## src/common/rv_pkg.sv

```systemverilog
package rv_pkg;

    localparam int XLEN   = 64;
    localparam int INST_W = 32;
    localparam int REG_AW = 5;

    // major opcodes
    localparam logic [6:0] OP_R      = 7'b0110011;
    localparam logic [6:0] OP_I      = 7'b0010011;
    localparam logic [6:0] OP_RW     = 7'b0111011;
    localparam logic [6:0] OP_LOAD   = 7'b0000011;
    localparam logic [6:0] OP_STORE  = 7'b0100011;
    localparam logic [6:0] OP_BRANCH = 7'b1100011;
    localparam logic [6:0] OP_JAL    = 7'b1101111;
    localparam logic [6:0] OP_JALR   = 7'b1100111;
    localparam logic [6:0] OP_LUI    = 7'b0110111;
    localparam logic [6:0] OP_AUIPC  = 7'b0010111;

    localparam logic [INST_W-1:0] INST_EBREAK = 32'h0010_0073;

    // funct3 values
    localparam logic [2:0] F3_ADD_SUB = 3'b000;  // also addi, addw
    localparam logic [2:0] F3_SLTIU   = 3'b011;
    localparam logic [2:0] F3_LW      = 3'b010;
    localparam logic [2:0] F3_SD      = 3'b011;
    localparam logic [2:0] F3_BNE     = 3'b001;
    localparam logic [2:0] F3_JALR    = 3'b000;

    // funct7 values
    localparam logic [6:0] F7_ADD = 7'b0000000;
    localparam logic [6:0] F7_SUB = 7'b0100000;

    typedef enum logic [1:0] {
        ALU_ADD  = 2'd0,
        ALU_SUB  = 2'd1,
        ALU_SLTU = 2'd2,
        ALU_AND  = 2'd3
    } alu_op_e;

    typedef enum logic [2:0] {
        IMM_I = 3'd0,
        IMM_S = 3'd1,
        IMM_B = 3'd2,
        IMM_J = 3'd3,
        IMM_U = 3'd4
    } imm_sel_e;

    typedef enum logic [1:0] {
        SRC_REG     = 2'd0,  // rs1, rs2
        SRC_IMM     = 2'd1,  // rs1, imm
        SRC_IMM_PC  = 2'd2,  // pc, imm
        SRC_FOUR_PC = 2'd3   // pc, 4
    } src_sel_e;

    typedef enum logic [1:0] {
        EXT_NONE   = 2'd0,
        EXT_WORD   = 2'd1,  // sext of alu low word
        EXT_LOAD_W = 2'd2   // sext of loaded word
    } ext_sel_e;

endpackage

```

## src/decode/imm_gen.sv

```systemverilog
`timescale 1ns/1ps

module imm_gen (
    input  logic [rv_pkg::INST_W-1:0] inst,
    input  rv_pkg::imm_sel_e          imm_sel,
    output logic [rv_pkg::XLEN-1:0]   imm
);
    import rv_pkg::*;

    logic sign;

    assign sign = inst[31];

    always_comb begin
        case (imm_sel)
            IMM_I: begin
                imm = {{(XLEN-12){sign}}, inst[31:20]};
            end
            IMM_S: begin
                imm = {{(XLEN-12){sign}}, inst[31:25], inst[11:7]};
            end
            IMM_B: begin
                imm = {{(XLEN-13){sign}}, inst[31], inst[7], inst[30:25], inst[11:8], 1'b0};
            end
            IMM_J: begin
                imm = {{(XLEN-21){sign}}, inst[31], inst[19:12], inst[20], inst[30:21],
                       1'b0};
            end
            IMM_U: begin
                imm = {{(XLEN-32){sign}}, inst[31:12], 12'b0};  // sext from bit 31
            end
            default: begin
                imm = '0;
            end
        endcase
    end

endmodule

```

## config.mk

```make
export PLATFORM = sky130hd
export DESIGN_NAME = imm_gen
export DESIGN_NICKNAME = d
export VERILOG_FILES = /design/src/common/rv_pkg.sv /design/src/decode/imm_gen.sv
export SDC_FILE = /design/constraint.sdc
export NUM_CORES = 1
export LEC_CHECK = 0
export BUFFER_PORTS_ARGS = -buffer_cell sky130_fd_sc_hd__buf_2
export CAP_MARGIN = 15
export CORE_ASPECT_RATIO = 1.2
export CORE_MARGIN = 2
export CORE_UTILIZATION = 35
export DETAILED_ROUTE_END_ITERATION = 16
export PLACE_DENSITY = 0.95
export SLEW_MARGIN = 0
export SYNTH_ARGS = -nofsm -noshare
export SYNTH_HDL_FRONTEND = slang
export SYNTH_SLANG_ARGS = --single-unit
```

## constraint.sdc

```tcl
create_clock -name vclk -period 1.8
set_input_delay 0.09 -clock vclk [all_inputs]
set_output_delay 0.09 -clock vclk [all_outputs]
set_load 0.01 [all_outputs]
```

==> metrics.md <==
| Metric | Value |
|---|---|
| Row count | 18 |
| Layout area overhead | 26.9% |
| Critical path's largest stage delay | between 0.5 and 0.6 ns |
| PostCTS Resize Cnt | 0 |
| Outcome | finished clean |
| Worst Tran Pin Value | 0.729 ns |
| Number of global-route vias before repair | 682 |
| Place WS | slightly below 0.07 ns |
| Syn_area_per_cell | roughly 7 um2 |
| # setup viols final | 0 |
| Hold Buf Count CTS | 0 |
| Synth area leaders | buf_4, a21oi_1, a21o_1 |
| # IOs | 99 |
| Netlist cell types | 18 |
| Synthesized Nets | 140 |
| Main combinational cell family by area after synthesis | buffers and inverters |
| Pwr/cell area | 323 nW/um2 |
| Met3 Resource Use GR | 0.336% |
| VDD IR-drop max | between 100 and 150 uV |
| RSZ-0062 raised after global routing | false |
| Critical path's slowest cell | and2_1 |
| Min-delay worst type | in2out |
| Die area | between 2000 and 2500 um2 |
| Share of cells above drive strength 1 | 61.8% |
| Nets | 194 |
| Post-DRT Antenna Nets | 0 |
| Max_cap viols | 0 |
| Seq. cell area | 0 um2 |
| Post-layout min period | about 1.4 ns |
| Wire per inst | about 11 um |
| Mapped Area | 734 um2 |
| Met2 GRT Util | between 20 and 30% |
| Final Hold Viols | 0 |
| Pre-antenna DRT Iters | 4 |
| Die Y | 54.2 um |
| Crit. End Element | output pin |
| Post CTS Setup Buffer Count | 0 |
| Global-route wire length before repair | 2960 um |
| CP required | 1.71 ns |
| Number of port buffers | 92 |
| CP Cell Sequence | buf_2 > o21ai_0 > and2_1 > buf_2 |
| Critical Path AT | 1.34 ns |
| GPL Wtd Cong | 0.703 |
| Top cell by count, worst path | buf_2 |
| Critical Setup Path Class | in2out |
| Synth Area in Compound Gates | 30.8% |
| Initial antenna violation count | 0 |
| GRT Util Overall | approximately 15% |
| GR Layer Usage met1 | 19.3% |
| Critical Path Source | imm_sel[1] |
| Crit path max fanout | 33 |
| Slack of the critical path | 0.369 ns |
| Synth Area in XOR/XNOR | 3.75% |
| Routed via count | 879 |
| Mux cell area share after synthesis | 8.18% |
| Number of diodes | 0 |
| Vias per cell | slightly below 5 |
| Placed cell areas | between 900 and 1000 um2 |
| WL final | slightly below 2000 um |
| Initial drt markers | 12 |
| Initial Util | between 30% and 40% |
| Core area | 2030 um2 |
| Final worst-path cycle share | between 70 and 80% |
| DP Wirelength | approximately 1500 um |
| Seq/Total Area, Yosys | 0% |
| Crit path to | imm[50] |
| Max frequency | roughly 0.7 GHz |
| Grt peak-use layer | met2 |
| Synth Area in Adders | 0% |
| Largest net degree at the start of global routing | 34 |
| Hold Path Cell Cnt | 3 |
| Warnings, synthesis | 0 |
| Max Slew Vio Count | 0 |
| Synth Instances | roughly 110 |
| Leak | 0.629 nW |
| Number of clock buffers in the layout | 0 |
| Finished layout cell area | just over 900 um2 |
| Simple-gate portion of the synthesized area | 15.2% |
| CP startpoint kind | input pin |
| Total global routing overflow | 0 |
| Setup TNS | 0 ns |
| Die Wd | between 40 and 50 um |
| Final core utilization | 46.0% |
| Drt drc | 0 |
| Top cell type's share of synthesized area | 34.8% |
| Seq_cells | 0 |
| Area leader, netlist | buf_4 |
| WHS | 0.467 ns |
| Relative slew margins | 51.1% |
## kinds of logic (layout without fill, tap and decap cells)
kind of cell | after synthesis | in the layout
compound gates | 37 | 37
xor+xnor | 1 | 1
buf+inv | 43 | 95
simple gates | 18 | 18
mux | 6 | 6
## where the power goes
part	switching (mW)	total, mW	internal [mW]	leakage (nW)
clock	0	0	0	0
combinational	0.165	0.301	0.135	0.629
sequential	0	0	0	0
total	0.165	0.301	0.135	0.629
## cells in the mapped netlist (all sizes together)
cell type  number
mux2i           6
o22ai           8
a21oi          16
a211oi          1
xor2            1
nor2            5
a31o            1
nor2b           9
and2            2
o21ai           1
buf            40
a21o           10
inv             1
nor3b           1
nor3            1
clkbuf          2
## worst min-delay path by stage
stage	from	to	slack [ns]
3_5_place_dp	inst[29]	imm[29]	0.47
4_1_cts	inst[29]	imm[29]	0.47
5_1_grt	inst[30]	imm[30]	0.49
6_report	inst[29]	imm[29]	0.47
3_3_place_gp	inst[30]	imm[30]	0.47
2_1_floorplan	inst[20]	imm[20]	0.31
## worst max-delay path: cells and delay by family
kind,cells,cell delay [ns]
and+or+nand+nor,1,0.58
buffers and inverters,2,0.47
AOI/OAI and AO/OA,1,0.18
## layout make-up
type | count | area (um2)
Fill cell | 224 | 1090
Timing Repair Buffer | 94 | 475
Inverter | 1 | 3.75
Tap cell | 20 | 25.0
Multi-Input combinational cell | 62 | 428
## placed cells by master (no fill, tap or decap)
master / synthesis / final
nor2_1: 5 / 5
inv_1: 1 / 1
mux2i_1: 6 / 6
xor2_4: 1 / 1
o21ai_0: 1 / 1
a31o_1: 1 / 1
a21o_1: 10 / 10
o22ai_1: 8 / 8
buf_4: 34 / 2
a211oi_1: 1 / 1
nor2b_2: 0 / 1
buf_2: 4 / 92
a21oi_1: 16 / 16
nor3_1: 1 / 1
nor3b_4: 1 / 1
nor2b_1: 9 / 8
and2_1: 2 / 2
## stage by stage
stage / power [mW] / cells
4_1_cts: 0.304 / 177
5_1_grt: 0.333 / 177
6_report: 0.301 / 177
3_5_place_dp: 0.303 / 177
3_3_place_gp: 0.297 / 177
2_1_floorplan: 0.238 / 105
## routing by layer
layer,routed length [um],vias up
met2,952,66
met1,798,380
met4,0,0
met5,0,-
li1,-,433
met3,200,0
Power figures use the tool's default switching activity.
