===== src/common/rv_pkg.sv =====
package rv_pkg;

    localparam int XLEN   = 64;
    localparam int INST_W = 32;
    localparam int REG_AW = 5;

    // major opcodes
    localparam logic [6:0] OP_R      = 7'b0110011;
    localparam logic [6:0] OP_I      = 7'b0010011;
    localparam logic [6:0] OP_RW     = 7'b0111011;
    localparam logic [6:0] OP_LOAD   = 7'b0000011;
    localparam logic [6:0] OP_STORE  = 7'b0100011;
    localparam logic [6:0] OP_BRANCH = 7'b1100011;
    localparam logic [6:0] OP_JAL    = 7'b1101111;
    localparam logic [6:0] OP_JALR   = 7'b1100111;
    localparam logic [6:0] OP_LUI    = 7'b0110111;
    localparam logic [6:0] OP_AUIPC  = 7'b0010111;

    localparam logic [INST_W-1:0] INST_EBREAK = 32'h0010_0073;

    // funct3 values
    localparam logic [2:0] F3_ADD_SUB = 3'b000;  // also addi, addw
    localparam logic [2:0] F3_SLTIU   = 3'b011;
    localparam logic [2:0] F3_LW      = 3'b010;
    localparam logic [2:0] F3_SD      = 3'b011;
    localparam logic [2:0] F3_BNE     = 3'b001;
    localparam logic [2:0] F3_JALR    = 3'b000;

    // funct7 values
    localparam logic [6:0] F7_ADD = 7'b0000000;
    localparam logic [6:0] F7_SUB = 7'b0100000;

    typedef enum logic [1:0] {
        ALU_ADD  = 2'd0,
        ALU_SUB  = 2'd1,
        ALU_SLTU = 2'd2,
        ALU_AND  = 2'd3
    } alu_op_e;

    typedef enum logic [2:0] {
        IMM_I = 3'd0,
        IMM_S = 3'd1,
        IMM_B = 3'd2,
        IMM_J = 3'd3,
        IMM_U = 3'd4
    } imm_sel_e;

    typedef enum logic [1:0] {
        SRC_REG     = 2'd0,  // rs1, rs2
        SRC_IMM     = 2'd1,  // rs1, imm
        SRC_IMM_PC  = 2'd2,  // pc, imm
        SRC_FOUR_PC = 2'd3   // pc, 4
    } src_sel_e;

    typedef enum logic [1:0] {
        EXT_NONE   = 2'd0,
        EXT_WORD   = 2'd1,  // sext of alu low word
        EXT_LOAD_W = 2'd2   // sext of loaded word
    } ext_sel_e;

endpackage


===== src/source/regfile.sv =====
`timescale 1ns/1ps

module regfile (
    input  logic                      clk,
    input  logic                      arst_n,
    input  logic [rv_pkg::REG_AW-1:0] rs1_addr,
    input  logic [rv_pkg::REG_AW-1:0] rs2_addr,
    input  logic                      wen,
    input  logic [rv_pkg::REG_AW-1:0] rd_addr,
    input  logic [rv_pkg::XLEN-1:0]   rd_data,
    output logic [rv_pkg::XLEN-1:0]   rs1_data,
    output logic [rv_pkg::XLEN-1:0]   rs2_data
);
    import rv_pkg::*;

    localparam int NUM_REGS = 1 << REG_AW;

    logic [XLEN-1:0] regs [NUM_REGS];

    always_ff @(posedge clk or negedge arst_n) begin
        if (!arst_n) begin
            for (int i = 0; i < NUM_REGS; i++) begin
                regs[i] <= '0;
            end
        end else if (wen && rd_addr != '0) begin  // x0 writes dropped
            regs[rd_addr] <= rd_data;
        end
    end

    assign rs1_data = (rs1_addr == '0) ? '0 : regs[rs1_addr];
    assign rs2_data = (rs2_addr == '0) ? '0 : regs[rs2_addr];

endmodule


===== config.mk =====
export PLATFORM = sky130hd
export DESIGN_NAME = regfile
export DESIGN_NICKNAME = d
export VERILOG_FILES = /design/src/common/rv_pkg.sv /design/src/source/regfile.sv
export SDC_FILE = /design/constraint.sdc
export NUM_CORES = 2
export LEC_CHECK = 0
export BUFFER_PORTS_ARGS = -buffer_cell sky130_fd_sc_hd__clkbuf_2
export CAP_MARGIN = 20
export CORE_MARGIN = 2
export CORE_UTILIZATION = 30
export DETAILED_ROUTE_END_ITERATION = 12
export PLACE_DENSITY_LB_ADDON = 0.15
export SYNTH_ARGS = -nofsm -noshare
export SYNTH_HDL_FRONTEND = slang
export SYNTH_SLANG_ARGS = --single-unit

===== constraint.sdc =====
create_clock -name clk -period 3.6 [get_ports clk]
set_input_delay 0.72 -clock clk [delete_from_list [all_inputs] [get_ports clk]]
set_output_delay 0.72 -clock clk [all_outputs]
set_load 0.01 [all_outputs]

==> flow_summary.yaml <==
grt:
  maximum_number_of_pins_on_one_net_before_global_route_repair: 159
  initial_antenna_violation_count: 40
  grt_first_pass_wirelength_mm: 575
  globalRoute.totalOverflow: 0
  global_route.usage.total_pct: 21.9
  first_global_vias: 72000
sta:
  final_hold_viol_count: 0
  maximum_clock_rate_mhz: 282
  report.final.slew_viol_count: 0
  setup_viol_count_final: 0
  period_needed_ns: 3.55
  setup_slack_ns: 0.0522
  final.period_utilization_pct: 98.5
  finClkSkew_ns: 0
  worstMarginPinSlew_ns: 1.05
  grt_setup_unrepaired: "yes"
  maxSlewHeadroom_pct: 29.8
placed_design:
  portBuffers: 209
  routabilityCongestion: 0.776
  placedInstanceArea_mm2: 0.119
  detailed_place_hpwl_mm: 249
  place_worst_setup_slack_ns: -0.305
cts:
  htree_levels: 4
  clk_pin_slew_ns: 0.06
  tritoncts.num_buffers: 243
  max-clock-path-buffers: 4
  root_buffer: "sky130_fd_sc_hd__clkbuf_16"
  clock_sinks: 2048
  worstSkewPairLatency_ns: 0.88
  cts_tree: "built"
yosys:
  synthTopCellsByArea: "sky130_fd_sc_hd__dfrtp_1 47%, sky130_fd_sc_hd__mux2_2 21%, sky130_fd_sc_hd__mux4_2 20%"
  postSynth.asyncResetShare_pct: 100
  post_synth_instance_area_mm2: 0.108
  synth_top_family_by_area: "multiplexers"
  yosys.area_share.simple_pct: 1.41
  synth_enable_flop_cells: 0
  post_synth_num_cell_types: 48
  netlist_instances: 6963
  synth_most_common_cell: "sky130_fd_sc_hd__dfrtp_1"
  synth.avg_cell_area_um2: 15.6
  yosys.area.top_type: "sky130_fd_sc_hd__dfrtp_1"
  synth_fp_nets: 7045
  synth_compound_area_share_pct: 2.14
  ys.warnings.count: 0
  synthMuxAreaShare_pct: 45.9
  synth_largest_type_area_fraction_pct: 47.3
  post_synth_fa_ha_maj_area_fraction_pct: 0
  post_synth_xor_area_fraction_pct: 0
  dominantRegCellSynth: "sky130_fd_sc_hd__dfrtp_1"
  post_synth_most_frequent_cells: "2048 x sky130_fd_sc_hd__dfrtp_1, 2008 x sky130_fd_sc_hd__mux2_2, 968 x sky130_fd_sc_hd__mux4_2, 520 x sky130_fd_sc_hd__mux2i_1, 434 x sky130_fd_sc_hd__clkbuf_1"
  postSynthRegisterBits: 2048
  synth_sequential_area_ratio_pct: 47.3
setup_path:
  worst_ep_required_time_ns: 2.88
  critical_path.max_stage_delay_ns: 0.62
  critical_path_peak_fanout: 15
  end_kind: "output port"
  critical_path.cell_chain: "buf_16 > buf_16 > buf_4 > nor2b_1 > buf_4 > a22oi_1 > and3_1 > or4_4 > clkbuf_2"
  slowest_stage: "sky130_fd_sc_hd__or4_4"
  worstSetupPathType: "in -> out"
  worst_ep_arrival_time_ns: 2.83
  worst_setup_path_start_kind: "input pin"
finish:
  largest_register: "regs"
  finalInstanceArea_mm2: 0.128
  num-nets-final: 7279
  largest_register_ffs: 2048
  syn2layout_area_growth_pct: 18.4
  utilization_pct: 35.7
  fillCellCount: 34200
  fraction_of_layout_instances_using_a_drive_strength_above_1_pct: 57.3
  largest_registers: "regs (2048)"
floorplanning:
  initial_core_util_pct: 30.2
  design.die.area_mm2: 0.366
  num_io_pins: 210
  row_count: 220
  fp.dieW_um: 605
  core_region_area_mm2: 0.359
  die_height_um: 605
drt:
  routed_wl_mm: 406
  detailroute.via_count: 67100
  route.detailed.vias_per_inst: 5.51
  drt.antenna.violating_nets: 0
  dr.pass1.iters: 8
  drc_errors: 0
  first_iter_violations: 4517
  routedWlPerCell_um: 33.3
power_and_ir_drop:
  total_leakage_power_nw: 55.5
  totalPowerFinal_mw: 71.9
  ir_drop_mv: 0.469
  power_density_mw_per_mm2: 560
status:
  outcome: "finished, final reports clean"
hold_path:
  min_path_type: "in -> async"
job:
  max_cap_viol_count: 0
-- placed cells by master, fill, tap and decap left out, drive strengths merged, types with 13 or more instances in the layout --
cell type,count
nor4,13
diode,14
clkinv,41
a211oi,14
mux2i,520
bufinv,27
nand2,40
clkbuf,563
o22a,17
a211o,13
mux4,968
nor2b,39
buf,595
a31o,13
nor2,31
nor3,21
o22ai,182
a22oi,26
mux2,2022
dfrtp,2048
a21oi,13
or2,74
nand2b,14
-- critical path: cells and delay by family --
| family | cells | cell delay (ns) |
|---|---|---|
| buffers and inverters | 5 | 0.92 |
| AND/OR/NAND/NOR | 3 | 1.03 |
| AO/OA/AOI/OAI | 1 | 0.09 |
-- stage by stage --
stage | hold WS [ns] | instances | setup TNS, ns
after floorplan | 0.424 | 6963 | 0
after global placement | 0.360 | 11700 | -3.36
after detailed placement | 0.363 | 11700 | -3.00
after CTS | 0.223 | 12200 | -0.283
after global routing | 0.256 | 12200 | -0.143
final | 0.286 | 12200 | 0
-- worst paths after layout --
check | cells after the start | slack (ns) | endpoint | from
worst max-delay path | 9 | 0.05 | rs2_data[55] | rs2_addr[0]
worst min-delay path | 2 | 0.29 | regs[1517]$_DFFE_PN0P_ | arst_n
worst max register to register | 2 | 2.70 | regs[274]$_DFFE_PN0P_ | regs[274]$_DFFE_PN0P_
worst min register to register | 0 | 0.37 | regs[2038]$_DFFE_PN0P_ | regs[2038]$_DFFE_PN0P_
max in group asynchronous | 4 | 1.92 | regs[859]$_DFFE_PN0P_ | arst_n
min in group clk | 0 | 0.37 | regs[2038]$_DFFE_PN0P_ | regs[2038]$_DFFE_PN0P_
-- final cells by class --
type / instances / area, um^2 / area share [%]
Multi-Input combinational cell: 4108 / 54100 / 42.1
Sequential cell: 2048 / 51200 / 39.9
Timing Repair Buffer: 796 / 8670 / 6.75
Clock buffer: 364 / 7190 / 5.60
Tap cell: 4773 / 5970 / 4.65
Clock inverter: 82 / 1220 / 0.951
Antenna cell: 14 / 35.0 / 0.0273
-- what timing repair did --
item | in CTS | in global routing
pin swaps | 4 | 4
endpoints found under the hold margin | 91 | 0
cloned | 1 | 4
resized for setup | 36 | 32
setup buffers | 5 | 9
hold buffers | 1 | 0
endpoints found under the setup margin | 73 | 34
-- report_power, final --
part	internal [mW]	switching [mW]
clock	15.7	10.7
sequential	27.4	3.21
combinational	8.92	5.99
-- routing by layer --
layer,vias to the layer above,share of wire (%),wire [um],GRT usage (%)
li1,27500,-,-,-
met1,37500,44,178000,29.5
met2,1554,49,199000,36.9
met3,547,4.2,17000,3.05
met4,12,3.0,12200,6.13
met5,-,0.018,74,0
-- logic make-up after synthesis --
group,after synthesis
AO/OA/AOI/OAI,328
buffers and inverters,807
flip-flops,2048
multiplexers,3510
AND/OR/NAND/NOR,270
Power figures use the tool's default switching activity.
