$ cat src/common/rv_pkg.sv
package rv_pkg;

    localparam int XLEN   = 64;
    localparam int INST_W = 32;
    localparam int REG_AW = 5;

    // major opcodes
    localparam logic [6:0] OP_R      = 7'b0110011;
    localparam logic [6:0] OP_I      = 7'b0010011;
    localparam logic [6:0] OP_RW     = 7'b0111011;
    localparam logic [6:0] OP_LOAD   = 7'b0000011;
    localparam logic [6:0] OP_STORE  = 7'b0100011;
    localparam logic [6:0] OP_BRANCH = 7'b1100011;
    localparam logic [6:0] OP_JAL    = 7'b1101111;
    localparam logic [6:0] OP_JALR   = 7'b1100111;
    localparam logic [6:0] OP_LUI    = 7'b0110111;
    localparam logic [6:0] OP_AUIPC  = 7'b0010111;

    localparam logic [INST_W-1:0] INST_EBREAK = 32'h0010_0073;

    // funct3 values
    localparam logic [2:0] F3_ADD_SUB = 3'b000;  // also addi, addw
    localparam logic [2:0] F3_SLTIU   = 3'b011;
    localparam logic [2:0] F3_LW      = 3'b010;
    localparam logic [2:0] F3_SD      = 3'b011;
    localparam logic [2:0] F3_BNE     = 3'b001;
    localparam logic [2:0] F3_JALR    = 3'b000;

    // funct7 values
    localparam logic [6:0] F7_ADD = 7'b0000000;
    localparam logic [6:0] F7_SUB = 7'b0100000;

    typedef enum logic [1:0] {
        ALU_ADD  = 2'd0,
        ALU_SUB  = 2'd1,
        ALU_SLTU = 2'd2,
        ALU_AND  = 2'd3
    } alu_op_e;

    typedef enum logic [2:0] {
        IMM_I = 3'd0,
        IMM_S = 3'd1,
        IMM_B = 3'd2,
        IMM_J = 3'd3,
        IMM_U = 3'd4
    } imm_sel_e;

    typedef enum logic [1:0] {
        SRC_REG     = 2'd0,  // rs1, rs2
        SRC_IMM     = 2'd1,  // rs1, imm
        SRC_IMM_PC  = 2'd2,  // pc, imm
        SRC_FOUR_PC = 2'd3   // pc, 4
    } src_sel_e;

    typedef enum logic [1:0] {
        EXT_NONE   = 2'd0,
        EXT_WORD   = 2'd1,  // sext of alu low word
        EXT_LOAD_W = 2'd2   // sext of loaded word
    } ext_sel_e;

endpackage

$ cat src/source/alu.sv
`timescale 1ns/1ps

module alu (
    input  logic [rv_pkg::XLEN-1:0] op_a,
    input  logic [rv_pkg::XLEN-1:0] op_b,
    input  rv_pkg::alu_op_e         alu_op,
    input  rv_pkg::ext_sel_e        ext_sel,
    output logic [rv_pkg::XLEN-1:0] result,
    output logic                    zero
);
    import rv_pkg::*;

    logic [XLEN-1:0] sum;
    logic [XLEN-1:0] diff;
    logic [XLEN-1:0] raw;

    assign sum  = op_a + op_b;
    assign diff = op_a - op_b;

    always_comb begin
        case (alu_op)
            ALU_ADD: begin
                raw = sum;
            end
            ALU_SUB: begin
                raw = diff;
            end
            ALU_SLTU: begin
                raw = {{(XLEN-1){1'b0}}, (op_a < op_b)};
            end
            ALU_AND: begin
                raw = op_a & op_b;
            end
            default: begin
                raw = sum;
            end
        endcase
    end

    // word ops keep low 32 bits, sign extended
    assign result = (ext_sel == EXT_WORD) ? {{(XLEN-32){raw[31]}}, raw[31:0]} : raw;

    assign zero = (diff == '0);  // full width, before extension

endmodule

$ cat config.mk
export PLATFORM = sky130hd
export DESIGN_NAME = alu
export DESIGN_NICKNAME = d
export VERILOG_FILES = /design/src/common/rv_pkg.sv /design/src/source/alu.sv
export SDC_FILE = /design/constraint.sdc
export NUM_CORES = 1
export LEC_CHECK = 0
export BUFFER_PORTS_ARGS = -buffer_cell sky130_fd_sc_hd__buf_2
export CAP_MARGIN = 20
export CORE_MARGIN = 1.5
export CORE_UTILIZATION = 64
export DETAILED_ROUTE_END_ITERATION = 10
export PLACE_DENSITY = 0.93
export SLEW_MARGIN = 10
export SYNTH_ARGS = -nofsm -noshare
export SYNTH_HDL_FRONTEND = slang
export SYNTH_SLANG_ARGS = --single-unit
$ cat constraint.sdc
create_clock -name vclk -period 11.6
set_input_delay 1.74 -clock vclk [all_inputs]
set_output_delay 1.74 -clock vclk [all_outputs]
set_load 0.005 [all_outputs]
==> results.yml <==
sta:
  relSlewSlack: 0.284
  finalWorstSetupSlack_ns: 3.63
  max_slew.worst_pin.slew_ns: 1.07
  grt_setup_unrepaired: "no"
  post-route-min-period_ns: 7.97
  worst_hold_slack_ns: 3.97
  post-route-period-util: 0.687
  setup_violations: 0
  tns_ns: 0
  final_count_of_hold_timing_violations: 0
  timing.fmax_mhz: 126
  pins_over_slew_limit: 0
final_layout:
  final_net_count: 1880
  sequential_cell_total: 0
  areaGrowthSynthToFinish_pct: 9.30
  drive_above_1_share: 0.152
  nFillCells: 1306
  finish.cell_count_without_fillers: 1799
  num-clock-buffers: 0
  seq_area_um2: 0
  diodes: 0
drt:
  viasPerCell: 6.99
  via_count: 12600
  met3_wirelength_mm: 5.42
  routed.top_layer: "met4"
  remaining_drc_errors: 0
  drt_wl_total_mm: 36.5
  drtAntennaViolNets: 0
  drtIter0Drc: 1688
  detailedRoute.firstPassIterationCount: 7
  detail_route.wirelength.met1_mm: 14.7
  wl_per_cell_um: 20.3
  dr_wl_met2_mm: 14.8
grt:
  number_of_antenna_violations_at_the_first_check_in_global_routing: 0
  globalRoute.totalOverflow: 0
  track_usage: 0.440
  first_pass_grt_wire_length_mm: 57.8
  grt_pass1_vias: 11200
  grt_start_max_net_pins: 93
power_and_ir_drop:
  total_power_density_per_cell_area_nw_per_um2: 64.8
  share_clk_of_total_power: 0
  p_comb_frac: 1.000
  ir_drop_mv: 0.0423
  power_switching_share: 0.628
  switchingPower_uw: 421
  power_report.internal_total_uw: 250
  p_seq_frac: 0
  leakage_component_of_the_power_nw: 4.69
placed_design:
  numPortBuffers: 197
  dp.cells: 1799
  place_worst_setup_slack_ns: 3.84
  gpl.final_weighted_congestion: 1.07
  place_hpwl_mm: 29.2
synth:
  synth.yosys.warnings: 0
  synth_cell_type_count: 86
  netlist.top_cell.by_area: "sky130_fd_sc_hd__ha_1"
  syn_area_per_cell_um2: 6.30
  synth_sequential_area_ratio: 0
  synth.area.top_cells: "sky130_fd_sc_hd__ha_1 17%, sky130_fd_sc_hd__xnor2_1 9.5%, sky130_fd_sc_hd__a21oi_1 9.4%, sky130_fd_sc_hd__nor2_1 5.9%, sky130_fd_sc_hd__o21ai_0 5.9%"
  postSynthNetCount: 1766
  synthesis.instances: 1503
  syn_area_um2: 9470
  synth.top_cell.area_share: 0.170
die:
  ioPinCount: 197
  die_area_um2: 15500
  die_height_um: 125
  core_region_area_um2: 14500
  row_count: 44
  die_w_um: 125
  initial_utilization: 0.654
critical_path:
  worst_ep_arrival_time_ns: 6.23
  crit_type: "in2out"
  required_time_of_the_worst_setup_path_ns: 9.86
  worst-path-max-fanout: 6
  cp-end-kind: "output pin"
  worstSetupStartpointType: "primary input"
worst_hold_path:
  hold_wc_path_type: "in2out"
clock_tree:
  post_cts.repair.setup_buffers: 0
  hold_buffers: 0
  postCtsResizedCells: 0
status:
  outcome: "finished clean"
job:
  drv_cap: 0
-- logic make-up (layout without fill, tap and decap cells) --
group | Yosys count | after routing | share of synthesized area
AO/OA/AOI/OAI | 547 | 547 | 0.373
XOR/XNOR | 116 | 116 | 0.107
adder cells (fa/ha/maj) | 131 | 131 | 0.175
buffers and inverters | 217 | 329 | 0.0899
multiplexers | 16 | 16 | 0.0172
AND/OR/NAND/NOR | 476 | 476 | 0.238
-- synth_stat cells, types with 21 or more instances --
cell type                  instances
sky130_fd_sc_hd__buf_2            21
sky130_fd_sc_hd__nor3_1           39
sky130_fd_sc_hd__ha_1            129
sky130_fd_sc_hd__nand2_1         134
sky130_fd_sc_hd__nor4_1           24
sky130_fd_sc_hd__inv_1           118
sky130_fd_sc_hd__xnor2_1         103
sky130_fd_sc_hd__o21bai_1         40
sky130_fd_sc_hd__clkbuf_1         56
sky130_fd_sc_hd__o21ai_0         111
sky130_fd_sc_hd__nor2_1          149
sky130_fd_sc_hd__o31ai_1          22
sky130_fd_sc_hd__a21o_1           28
sky130_fd_sc_hd__a21oi_1         178
sky130_fd_sc_hd__nand4_1          32
-- metrics by stage --
| step | utilization | power, mW | area [µm²] |
|---|---|---|---|
| floorplan | - | 0.448 | 9470 |
| global placement | 0.715 | 0.636 | 10400 |
| detailed placement | 0.715 | 0.638 | 10400 |
| CTS | 0.715 | 0.642 | 10400 |
| global route | 0.715 | 0.716 | 10400 |
| finish | 0.715 | 0.671 | 10400 |
-- worst max-delay path, cell delays in order --
cell and delay (ns):
sky130_fd_sc_hd__buf_2 0.10, sky130_fd_sc_hd__inv_1 0.05, sky130_fd_sc_hd__ha_1 0.21, sky130_fd_sc_hd__fa_1 0.42
sky130_fd_sc_hd__nand2b_1 0.19, sky130_fd_sc_hd__a211oi_1 0.39, sky130_fd_sc_hd__o311ai_1 0.16, sky130_fd_sc_hd__a21bo_2 0.30
sky130_fd_sc_hd__a31oi_1 0.44, sky130_fd_sc_hd__xnor2_1 0.20, sky130_fd_sc_hd__nor4_1 0.33, sky130_fd_sc_hd__nand4_1 0.13
sky130_fd_sc_hd__or4_1 0.44, sky130_fd_sc_hd__nor4_1 0.39, sky130_fd_sc_hd__nand4_1 0.17, sky130_fd_sc_hd__nor4_2 0.37
sky130_fd_sc_hd__buf_2 0.18
-- layout by cell type (no fill, tap or decap), types with 14 or more instances in the layout --
master | synthesis | routed
sky130_fd_sc_hd__nand3_1 | 19 | 19
sky130_fd_sc_hd__nor2_1 | 149 | 148
sky130_fd_sc_hd__o21ai_0 | 111 | 111
sky130_fd_sc_hd__ha_1 | 129 | 129
sky130_fd_sc_hd__buf_2 | 21 | 197
sky130_fd_sc_hd__a21o_1 | 28 | 28
sky130_fd_sc_hd__xnor2_1 | 103 | 103
sky130_fd_sc_hd__nor4_1 | 24 | 24
sky130_fd_sc_hd__a21oi_1 | 178 | 178
sky130_fd_sc_hd__o31ai_1 | 22 | 22
sky130_fd_sc_hd__nor3_1 | 39 | 39
sky130_fd_sc_hd__inv_1 | 118 | 118
sky130_fd_sc_hd__nand2_1 | 134 | 134
sky130_fd_sc_hd__o21bai_1 | 40 | 40
sky130_fd_sc_hd__mux2i_1 | 14 | 14
sky130_fd_sc_hd__nand4_1 | 32 | 32
sky130_fd_sc_hd__a31oi_1 | 15 | 15
sky130_fd_sc_hd__a221oi_1 | 19 | 19
-- cell type report --
class | instances | area (µm²) | area share
repair buffers | 202 | 1020 | 0.0989
multi-input cells | 1286 | 8620 | 0.833
inverters | 127 | 477 | 0.0460
well taps | 184 | 230 | 0.0222
-- per-layer routing --
layer / vias up / track usage
li1: 5661 / -
met1: 5646 / 0.630
met2: 1078 / 0.666
met3: 194 / 0.0838
met4: 0 / 0.127
met5: - / 0
-- path summary, 6_finish.rpt --
kind	startpoint	to	slack (ns)	depth (start not counted)
worst max-delay path	op_a[0]	zero	3.63	17
worst min-delay path	op_b[9]	result[9]	3.97	5
-- power by group through the flow --
stage | Clock, mW | Sequential (mW) | Combinational, mW
final | 0 | 0 | 0.671
after detailed placement | 0 | 0 | 0.638
after CTS | 0 | 0 | 0.642
after global placement | 0 | 0 | 0.636
after global routing | 0 | 0 | 0.716
after floorplan | 0 | 0 | 0.448
Power figures use the tool's default switching activity.
