### src/common/rv_pkg.sv
package rv_pkg;

    localparam int XLEN   = 64;
    localparam int INST_W = 32;
    localparam int REG_AW = 5;

    // major opcodes
    localparam logic [6:0] OP_R      = 7'b0110011;
    localparam logic [6:0] OP_I      = 7'b0010011;
    localparam logic [6:0] OP_RW     = 7'b0111011;
    localparam logic [6:0] OP_LOAD   = 7'b0000011;
    localparam logic [6:0] OP_STORE  = 7'b0100011;
    localparam logic [6:0] OP_BRANCH = 7'b1100011;
    localparam logic [6:0] OP_JAL    = 7'b1101111;
    localparam logic [6:0] OP_JALR   = 7'b1100111;
    localparam logic [6:0] OP_LUI    = 7'b0110111;
    localparam logic [6:0] OP_AUIPC  = 7'b0010111;

    localparam logic [INST_W-1:0] INST_EBREAK = 32'h0010_0073;

    // funct3 values
    localparam logic [2:0] F3_ADD_SUB = 3'b000;  // also addi, addw
    localparam logic [2:0] F3_SLTIU   = 3'b011;
    localparam logic [2:0] F3_LW      = 3'b010;
    localparam logic [2:0] F3_SD      = 3'b011;
    localparam logic [2:0] F3_BNE     = 3'b001;
    localparam logic [2:0] F3_JALR    = 3'b000;

    // funct7 values
    localparam logic [6:0] F7_ADD = 7'b0000000;
    localparam logic [6:0] F7_SUB = 7'b0100000;

    typedef enum logic [1:0] {
        ALU_ADD  = 2'd0,
        ALU_SUB  = 2'd1,
        ALU_SLTU = 2'd2,
        ALU_AND  = 2'd3
    } alu_op_e;

    typedef enum logic [2:0] {
        IMM_I = 3'd0,
        IMM_S = 3'd1,
        IMM_B = 3'd2,
        IMM_J = 3'd3,
        IMM_U = 3'd4
    } imm_sel_e;

    typedef enum logic [1:0] {
        SRC_REG     = 2'd0,  // rs1, rs2
        SRC_IMM     = 2'd1,  // rs1, imm
        SRC_IMM_PC  = 2'd2,  // pc, imm
        SRC_FOUR_PC = 2'd3   // pc, 4
    } src_sel_e;

    typedef enum logic [1:0] {
        EXT_NONE   = 2'd0,
        EXT_WORD   = 2'd1,  // sext of alu low word
        EXT_LOAD_W = 2'd2   // sext of loaded word
    } ext_sel_e;

endpackage

### src/decode/ctrl.sv
`timescale 1ns/1ps

module ctrl (
    input  logic [rv_pkg::INST_W-1:0] inst,
    output logic [rv_pkg::REG_AW-1:0] rs1_addr,
    output logic [rv_pkg::REG_AW-1:0] rs2_addr,
    output logic [rv_pkg::REG_AW-1:0] rd_addr,
    output logic                      reg_wen,
    output rv_pkg::alu_op_e           alu_op,
    output rv_pkg::imm_sel_e          imm_sel,
    output rv_pkg::src_sel_e          src_sel,
    output rv_pkg::ext_sel_e          ext_sel,
    output logic                      branch,
    output logic                      jump,
    output logic                      jalr,
    output logic                      load,
    output logic                      store,
    output logic                      ebreak,
    output logic                      unknown
);
    import rv_pkg::*;

    logic [6:0]        opcode;
    logic [2:0]        funct3;
    logic [6:0]        funct7;
    logic [REG_AW-1:0] rs1;
    logic [REG_AW-1:0] rs2;
    logic [REG_AW-1:0] rd;

    assign opcode = inst[6:0];
    assign funct3 = inst[14:12];
    assign funct7 = inst[31:25];
    assign rd     = inst[11:7];
    assign rs1    = inst[19:15];
    assign rs2    = inst[24:20];

    always_comb begin
        rs1_addr = '0;
        rs2_addr = '0;
        rd_addr  = '0;
        reg_wen  = 1'b0;
        alu_op   = ALU_ADD;
        imm_sel  = IMM_I;
        src_sel  = SRC_REG;
        ext_sel  = EXT_NONE;
        branch   = 1'b0;
        jump     = 1'b0;
        jalr     = 1'b0;
        load     = 1'b0;
        store    = 1'b0;
        ebreak   = 1'b0;
        unknown  = 1'b0;
        case (opcode)
            OP_R: begin
                if (funct3 == F3_ADD_SUB && (funct7 == F7_ADD || funct7 == F7_SUB)) begin
                    reg_wen  = 1'b1;
                    rs1_addr = rs1;
                    rs2_addr = rs2;
                    rd_addr  = rd;
                    alu_op   = (funct7 == F7_SUB) ? ALU_SUB : ALU_ADD;
                end else begin
                    unknown = 1'b1;
                end
            end
            OP_I: begin
                case (funct3)
                    F3_ADD_SUB, F3_SLTIU: begin  // addi, sltiu
                        reg_wen  = 1'b1;
                        rs1_addr = rs1;
                        rd_addr  = rd;
                        src_sel  = SRC_IMM;
                        alu_op   = (funct3 == F3_SLTIU) ? ALU_SLTU : ALU_ADD;
                    end
                    default: unknown = 1'b1;
                endcase
            end
            OP_RW: begin
                if (funct3 == F3_ADD_SUB && funct7 == F7_ADD) begin  // addw
                    reg_wen  = 1'b1;
                    rs1_addr = rs1;
                    rs2_addr = rs2;
                    rd_addr  = rd;
                    ext_sel  = EXT_WORD;
                end else begin
                    unknown = 1'b1;
                end
            end
            OP_LOAD: begin
                case (funct3)
                    F3_LW: begin
                        reg_wen  = 1'b1;
                        load     = 1'b1;
                        rs1_addr = rs1;
                        rd_addr  = rd;
                        src_sel  = SRC_IMM;
                        ext_sel  = EXT_LOAD_W;
                    end
                    default: unknown = 1'b1;
                endcase
            end
            OP_STORE: begin
                case (funct3)
                    F3_SD: begin
                        store    = 1'b1;  // no rd write
                        rs1_addr = rs1;
                        rs2_addr = rs2;
                        imm_sel  = IMM_S;
                        src_sel  = SRC_IMM;
                    end
                    default: unknown = 1'b1;
                endcase
            end
            OP_BRANCH: begin
                case (funct3)
                    F3_BNE: begin
                        branch   = 1'b1;
                        rs1_addr = rs1;
                        rs2_addr = rs2;
                        imm_sel  = IMM_B;
                        alu_op   = ALU_SUB;  // zero flag compares
                    end
                    default: unknown = 1'b1;
                endcase
            end
            OP_JAL: begin
                jump    = 1'b1;
                reg_wen = 1'b1;
                rd_addr = rd;
                imm_sel = IMM_J;
                src_sel = SRC_FOUR_PC;
            end
            OP_JALR: begin
                case (funct3)
                    F3_JALR: begin
                        jump     = 1'b1;
                        jalr     = 1'b1;
                        reg_wen  = 1'b1;
                        rs1_addr = rs1;
                        rd_addr  = rd;
                        src_sel  = SRC_IMM;  // target = rs1 + imm
                    end
                    default: unknown = 1'b1;
                endcase
            end
            OP_LUI: begin
                reg_wen = 1'b1;
                rd_addr = rd;
                imm_sel = IMM_U;
                src_sel = SRC_IMM;  // x0 + imm
            end
            OP_AUIPC: begin
                reg_wen = 1'b1;
                rd_addr = rd;
                imm_sel = IMM_U;
                src_sel = SRC_IMM_PC;
            end
            default: begin
                if (inst == INST_EBREAK) begin
                    ebreak = 1'b1;
                end else begin
                    unknown = 1'b1;
                end
            end
        endcase
    end

endmodule

### config.mk
export PLATFORM = sky130hd
export DESIGN_NAME = ctrl
export DESIGN_NICKNAME = d
export VERILOG_FILES = /design/src/common/rv_pkg.sv /design/src/decode/ctrl.sv
export SDC_FILE = /design/constraint.sdc
export NUM_CORES = 1
export LEC_CHECK = 0
export BUFFER_PORTS_ARGS = -buffer_cell sky130_fd_sc_hd__buf_2
export CAP_MARGIN = 10
export CELL_PAD_IN_SITES_DETAIL_PLACEMENT = 1
export CELL_PAD_IN_SITES_GLOBAL_PLACEMENT = 1
export CORE_MARGIN = 2
export CORE_UTILIZATION = 27
export DETAILED_ROUTE_END_ITERATION = 10
export PLACE_DENSITY = 0.95
export SLEW_MARGIN = 15
export SYNTH_ARGS = -nofsm -noshare
export SYNTH_HDL_FRONTEND = slang
export SYNTH_SLANG_ARGS = --single-unit
### constraint.sdc
create_clock -name vclk -period 6.1
set_input_delay 1.83 -clock vclk [all_inputs]
set_output_delay 1.83 -clock vclk [all_outputs]
set_load 0.01 [all_outputs]
==> insert_results.sql, run 1 <==
INSERT INTO impl_metrics (metric_group, metric, value, unit) VALUES
('synthesis', 'syn_avg_cell_area', '6.83', 'µm²'),
('cells_and_area', 'syn2layout_area_growth', '44.8', '%'),
('grt', 'grt_pass1_wl', '4.41', 'mm'),
('grt', 'grt_pass1_vias', '1032', ''),
('worst_setup_path', 'critical_path.most_common_cell', 'buf_2', ''),
('clock_network', 'cts_repair_resize_count', '0', ''),
('timing', 'grt_setup_unrepaired', 'false', ''),
('worst_setup_path', 'critPathLaunchType', 'input port', ''),
('synthesis', 'yosys.area_share.adder', '0', ''),
('drt', 'via_count_of_the_routed_design', '1026', ''),
('synthesis', 'yosysUniqueCellTypes', '46', ''),
('cells_and_area', 'post_route_cells_drive_above_1_share', '0.475', ''),
('power_and_ir_drop', 'power', '0.0400', 'mW'),
('synthesis', 'post_synth_design_cell_area', '703', 'µm²'),
('floorplanning', 'design.die.area', '0.00303', 'mm²'),
('synthesis', 'post_synthesis_compound_gate_area_fraction', '0.237', ''),
('power_and_ir_drop', 'sw_frac_of_total', '0.563', ''),
('cells_and_area', 'diodes', '0', ''),
('drt', 'drc', '0', ''),
('cells_and_area', 'footprint_of_the_multi_input_gates', '649', 'µm²'),
('cells_and_area', 'final_net_count', '194', ''),
('timing', 'setup_violations', '0', ''),
('worst_setup_path', 'critical_path_top_delay_cell', 'o32ai_2', ''),
('power_and_ir_drop', 'netSwitchingPower', '0.0225', 'mW'),
('synthesis', 'seq_area_frac_synth', '0', ''),
('worst_setup_path', 'worstSetupStartpoint', 'inst[3]', ''),
('worst_setup_path', 'path_cells', 'buf_2 > and4bb_2 > nand3b_1 > o32ai_2 > nor2_2 > nor2b_1 > buf_2', ''),
('cells_and_area', 'fillerInstances', '347', ''),
('power_and_ir_drop', 'power_per_standard_cell_area', '39.2', 'mW/mm²'),
('timing', 'finalMaxSlewViolations', '0', ''),
('timing', 'max_slew_margin', '0.682', ''),
('cells_and_area', 'clock_buffers', '0', ''),
('hold_path', 'worstHoldPathType', 'input port to output port', ''),
('worst_setup_path', 'critical_path_cell_count', '7', ''),
('synthesis', 'netlist.top_cell.by_area', 'nor2b_1', ''),
('grt', 'maximum_number_of_pins_on_one_net_before_global_route_repair', '16', ''),
('worst_setup_path', 'critical_path.max_stage_delay', '0.50', 'ns'),
('worst_setup_path', 'critPathCapture', 'rs1_addr[3]', ''),
('power_and_ir_drop', 'power.static_leakage', '0.510', 'nW'),
('synthesis', 'cells_after_synth', '103', ''),
('synthesis', 'synth_most_common_cell', 'nor2b_1', ''),
('synthesis', 'synth_xor_area_frac', '0.0374', ''),
('worst_setup_path', 'worstPathBufferInverterCount', '2', ''),
('clock_network', 'cts-hold-fix-buffers', '0', ''),
('power_and_ir_drop', 'power.sequential.fraction', '0', ''),
('power_and_ir_drop', 'vdd_drop_max', '0.0207', 'mV'),
('synthesis', 'ys_top_cells_by_area', 'nor2b_1 12%, and2_1 4.4%, nor2_1 4.3%', ''),
('timing', 'achievable-frequency', '189', 'MHz'),
('placement', 'gp_congestion', '0.893', ''),
('timing', 'worst_slew_pin_slew', '0.477', 'ns'),
('worst_setup_path', 'cp_max_fo', '14', ''),
('power_and_ir_drop', 'logic_gate_share_of_total_power', '1.000', ''),
('floorplanning', 'fp-row-count', '18', ''),
('worst_setup_path', 'data_required_time_at_the_worst_endpoint', '4.27', 'ns'),
('drt', 'detail_route.first_pass.iterations', '4', ''),
('synthesis', 'ys_top_cells_by_count', '13 x nor2b_1, 8 x nor2_1, 6 x nand2_1', ''),
('worst_setup_path', 'crit_type', 'input port to output port', ''),
('cells_and_area', 'sequential_cell_total', '0', ''),
('floorplanning', 'fp.dieH', '55.0', 'µm'),
('timing', 'timing_hold_violations_final', '0', ''),
('drt', 'vias_per_cell', '5.40', ''),
('floorplanning', 'core_box_area', '0.00248', 'mm²'),
('run', 'cap_violations', '0', ''),
('synthesis', 'synth_top_family_by_area', 'simple AND/OR/NAND/NOR gates', ''),
('clock_network', 'post-cts-setup-buffer-count', '0', ''),
('drt', 'detailedRoute.firstIterationViolations', '13', ''),
('placement', 'hpwl', '2.46', 'mm'),
('synthesis', 'mux_share_of_post_synthesis_cell_area', '0', ''),
('grt', 'global_route.overflow_total', '0', ''),
('outcome', 'status', 'finished clean', ''),
('timing', 'period_needed', '5.28', 'ns');
per-stage QoR:
step / std cells / util / worst slack, ns / hold slack, ns / cell area (µm²)
2_1_floorplan: 103 / - / 1.20 / 3.80 / 703
4_1_cts: 190 / 0.411 / 0.794 / 3.97 / 1020
3_3_place_gp: 190 / 0.411 / 0.869 / 3.96 / 1020
6_report: 190 / 0.411 / 0.823 / 3.97 / 1020
3_5_place_dp: 190 / 0.411 / 0.800 / 3.97 / 1020
5_1_grt: 190 / 0.411 / 0.663 / 4.00 / 1020
worst min path at each step:
stage,start,endpoint,slack [ns],cells past startpoint
6_report,inst[21],rs2_addr[1],3.97,3
5_1_grt,inst[24],rs2_addr[4],4.00,3
4_1_cts,inst[21],rs2_addr[1],3.97,3
3_5_place_dp,inst[21],rs2_addr[1],3.97,3
3_3_place_gp,inst[24],rs2_addr[4],3.96,3
2_1_floorplan,inst[30],alu_op[0],3.80,2
cell type report:
| class | instances | area share |
|---|---|---|
| Multi-Input combinational cell | 93 | 0.638 |
| Inverter | 3 | 0.0111 |
| Tap cell | 30 | 0.0369 |
| Timing Repair Buffer | 64 | 0.314 |
power by group through the flow:
stage	clock network, mW	logic (mW)	registers, mW
floorplan	0	0.0223	0
global placement	0	0.0384	0
detailed placement	0	0.0399	0
CTS	0	0.0400	0
global route	0	0.0442	0
finish	0	0.0400	0
cells by family after synthesis:
logic type      count (synthesis)
simple gates                   69
compound gates                 21
buf+inv                        10
xor+xnor                        3
worst min-delay path, cell delays in order:
cell	delay, ns
buf_2	0.08
and2_1	0.10
buf_2	0.12
routing by layer:
metal  vias up  part of all wire  global-route usage  wire length, µm
met5         -                 0                   0                0
met3         2             0.097              0.0161              275
met4         0            0.0077              0.0122               22
li1        497                 -                   -                -
met2        49              0.51               0.385             1440
met1       478              0.39               0.227             1110
cells in the final DEF, fill, tap and decap left out, drive strengths merged, types with 2 or more instances in the layout:
master | synthesis | routed
o22ai | 3 | 3
nand2 | 6 | 6
nor3 | 5 | 5
nand4b | 2 | 2
nor4 | 6 | 6
and2 | 5 | 5
nand2b | 4 | 4
nor4b | 2 | 2
nand3b | 3 | 3
o21a | 2 | 2
nor2 | 9 | 9
buf | 6 | 64
a21oi | 3 | 3
or2 | 3 | 3
inv | 3 | 3
nand3 | 4 | 4
xnor2 | 2 | 2
nor2b | 13 | 13
o32ai | 4 | 4
No activity file was read; power rests on OpenSTA's default activity.
==> run 2, diff against run 1 <==
--- a/config.mk
+++ b/config.mk
@@ -5,7 +5,8 @@
 export SDC_FILE = /design/constraint.sdc
 export NUM_CORES = 1
 export LEC_CHECK = 0
-export BUFFER_PORTS_ARGS = -buffer_cell sky130_fd_sc_hd__buf_2
+export ABC_CLOCK_PERIOD_IN_PS = 6100
+export BUFFER_PORTS_ARGS = -buffer_cell sky130_fd_sc_hd__buf_4
 export CAP_MARGIN = 10
 export CELL_PAD_IN_SITES_DETAIL_PLACEMENT = 1
 export CELL_PAD_IN_SITES_GLOBAL_PLACEMENT = 1
@@ -13,6 +14,7 @@
 export CORE_UTILIZATION = 27
 export DETAILED_ROUTE_END_ITERATION = 10
 export PLACE_DENSITY = 0.95
+export REMOVE_ABC_BUFFERS = 1
 export SLEW_MARGIN = 15
 export SYNTH_ARGS = -nofsm -noshare
 export SYNTH_HDL_FRONTEND = slang
==> run 2 against run 1 <==
Global-route usage shrank 0.45 points. Count of clock-buffer cells in the layout is the same. Core utilization increased by 6.5 points. Setup slack got worse by 0.052 ns.
==> insert_results.sql, run 2 (same netlist as run 1, synthesis figures left out) <==
INSERT INTO impl_metrics (metric_group, metric, value, unit) VALUES
('worst_setup_path', 'crit_type', 'input port to output port', ''),
('worst_setup_path', 'worst_ep_arrival_time', '3.50', 'ns'),
('worst_setup_path', 'path_cells', 'buf_4 > and4bb_2 > nand3b_1 > o32ai_2 > nor2_2 > nor2b_1 > buf_4', ''),
('timing', 'grt_setup_unrepaired', 'false', ''),
('cells_and_area', 'diodes', '0', ''),
('grt', 'grt_antenna_before_repair', '0', ''),
('cells_and_area', 'sequential_cell_total', '0', ''),
('placement', 'post-place-ws', '0.759', 'ns'),
('worst_setup_path', 'worstSetupStartpoint', 'inst[3]', ''),
('timing', 'period_needed', '5.33', 'ns'),
('cells_and_area', 'layout.cells.most_common_list', '64 x buf_4, 13 x nor2b_1, 8 x nor2_1', ''),
('hold_path', 'worstHoldPathType', 'input port to output port', ''),
('floorplanning', 'fp-row-count', '18', ''),
('timing', 'timing_hold_violations_final', '0', ''),
('timing', 'finalMaxSlewViolations', '0', ''),
('power_and_ir_drop', 'power_per_standard_cell_area', '39.4', 'mW/mm²'),
('worst_setup_path', 'worstPathBufferInverterCount', '2', ''),
('timing', 'achievable-frequency', '188', 'MHz'),
('drt', 'detail_route.first_pass.iterations', '5', ''),
('power_and_ir_drop', 'power.static_leakage', '0.535', 'nW'),
('power_and_ir_drop', 'vdd_drop_max', '0.0241', 'mV'),
('timing', 'postLayoutSetupSlackWorst', '0.771', 'ns'),
('clock_network', 'cts-hold-fix-buffers', '0', ''),
('timing', 'max_slew_margin', '0.690', ''),
('worst_setup_path', 'critical_path.most_common_cell', 'buf_4', ''),
('worst_setup_path', 'critical_path.max_stage_delay', '0.50', 'ns'),
('placement', 'placement.io_buffers', '64', ''),
('drt', 'vias_per_cell', '5.35', ''),
('clock_network', 'post-cts-setup-buffer-count', '0', ''),
('floorplanning', 'design.die.area', '0.00303', 'mm²'),
('cells_and_area', 'post_route_cells_drive_above_1_share', '0.475', ''),
('floorplanning', 'core_box_area', '0.00248', 'mm²'),
('drt', 'ant_nets', '0', ''),
('clock_network', 'cts_repair_resize_count', '0', ''),
('hold_path', 'hp-start', 'inst[20]', ''),
('floorplanning', 'initial_core_utilization', '0.284', ''),
('cells_and_area', 'final_net_count', '194', ''),
('grt', 'grt_pass1_wl', '4.28', 'mm'),
('drt', 'detailedRoute.firstIterationViolations', '6', ''),
('drt', 'drc', '0', ''),
('cells_and_area', 'syn2layout_area_growth', '67.6', '%'),
('cells_and_area', 'seq_area', '0', 'µm²'),
('worst_setup_path', 'critPathCapture', 'rs1_addr[0]', ''),
('grt', 'global_route.overflow_total', '0', ''),
('timing', 'worst_slew_pin_slew', '0.465', 'ns'),
('run', 'cap_violations', '0', ''),
('timing', 'min_period_over_period', '0.874', ''),
('grt', 'maximum_number_of_pins_on_one_net_before_global_route_repair', '16', ''),
('worst_setup_path', 'cp_max_fo', '14', ''),
('timing', 'fin_setup_tns', '0', 'ns'),
('drt', 'routed_wl', '2.98', 'mm'),
('cells_and_area', 'clock_buffers', '0', ''),
('drt', 'routed_wire_length_per_instance', '15.7', 'µm'),
('worst_setup_path', 'crit_family', 'simple AND/OR/NAND/NOR gates', ''),
('worst_setup_path', 'critPathLaunchType', 'input port', ''),
('floorplanning', 'fp.dieH', '55.0', 'µm'),
('placement', 'hpwl', '2.57', 'mm'),
('grt', 'grt_pass1_vias', '985', ''),
('outcome', 'status', 'finished clean', ''),
('worst_setup_path', 'data_required_time_at_the_worst_endpoint', '4.27', 'ns'),
('floorplanning', 'fp.dieW', '55.0', 'µm'),
('floorplanning', 'num_io_pins', '64', ''),
('worst_setup_path', 'endpoint_kind', 'output port', ''),
('worst_setup_path', 'critical_path_top_delay_cell', 'o32ai_2', ''),
('grt', 'grt_usage', '0.188', ''),
('drt', 'via_count_of_the_routed_design', '1016', ''),
('worst_setup_path', 'critical_path_cell_count', '7', ''),
('placement', 'gp_congestion', '0.923', ''),
('cells_and_area', 'layout_commonest_cell', 'buf_4', ''),
('timing', 'setup_violations', '0', '');
run 2: report_power, final:
part	internal, mW	switching [mW]	total, mW
Sequential	0	0	0
Combinational	0.0240	0.0225	0.0465
Clock	0	0	0
Total	0.0240	0.0225	0.0465
run 2: area by class of cell:
cell class         instances  area, µm²
inverters                  3       11.3
repair buffers            64        480
well taps                 30       37.5
multi-input cells         93        649
fillers                  338       1300
run 2: worst min-delay path: stages:
cell,delay (ns)
buf_4,0.08
and2_1,0.10
buf_4,0.11
run 2: worst min path at each step:
stage                  endpoint  depth (start not counted)
global route        rs2_addr[0]                          3
finish              rs2_addr[0]                          3
floorplan            imm_sel[2]                          1
CTS                 rs2_addr[0]                          3
global placement    rs2_addr[4]                          3
detailed placement  rs2_addr[0]                          3
run 2: per-layer routing:
metal | routed length (µm) | share of wire | global-route usage
met1 | 1120 | 0.38 | 0.209
met2 | 1580 | 0.53 | 0.397
met3 | 259 | 0.087 | 0.00806
met4 | 15 | 0.0050 | 0.0122
met5 | 0 | 0 | 0
run 2: stage by stage:
stage	instance area, µm²	cells	util	power, mW	hold slack, ns
floorplan	661	96	-	0.0168	3.71
global placement	1180	190	0.476	0.0444	3.95
detailed placement	1180	190	0.476	0.0465	3.96
CTS	1180	190	0.476	0.0466	3.96
global route	1180	190	0.476	0.0507	3.97
finish	1180	190	0.476	0.0465	3.96
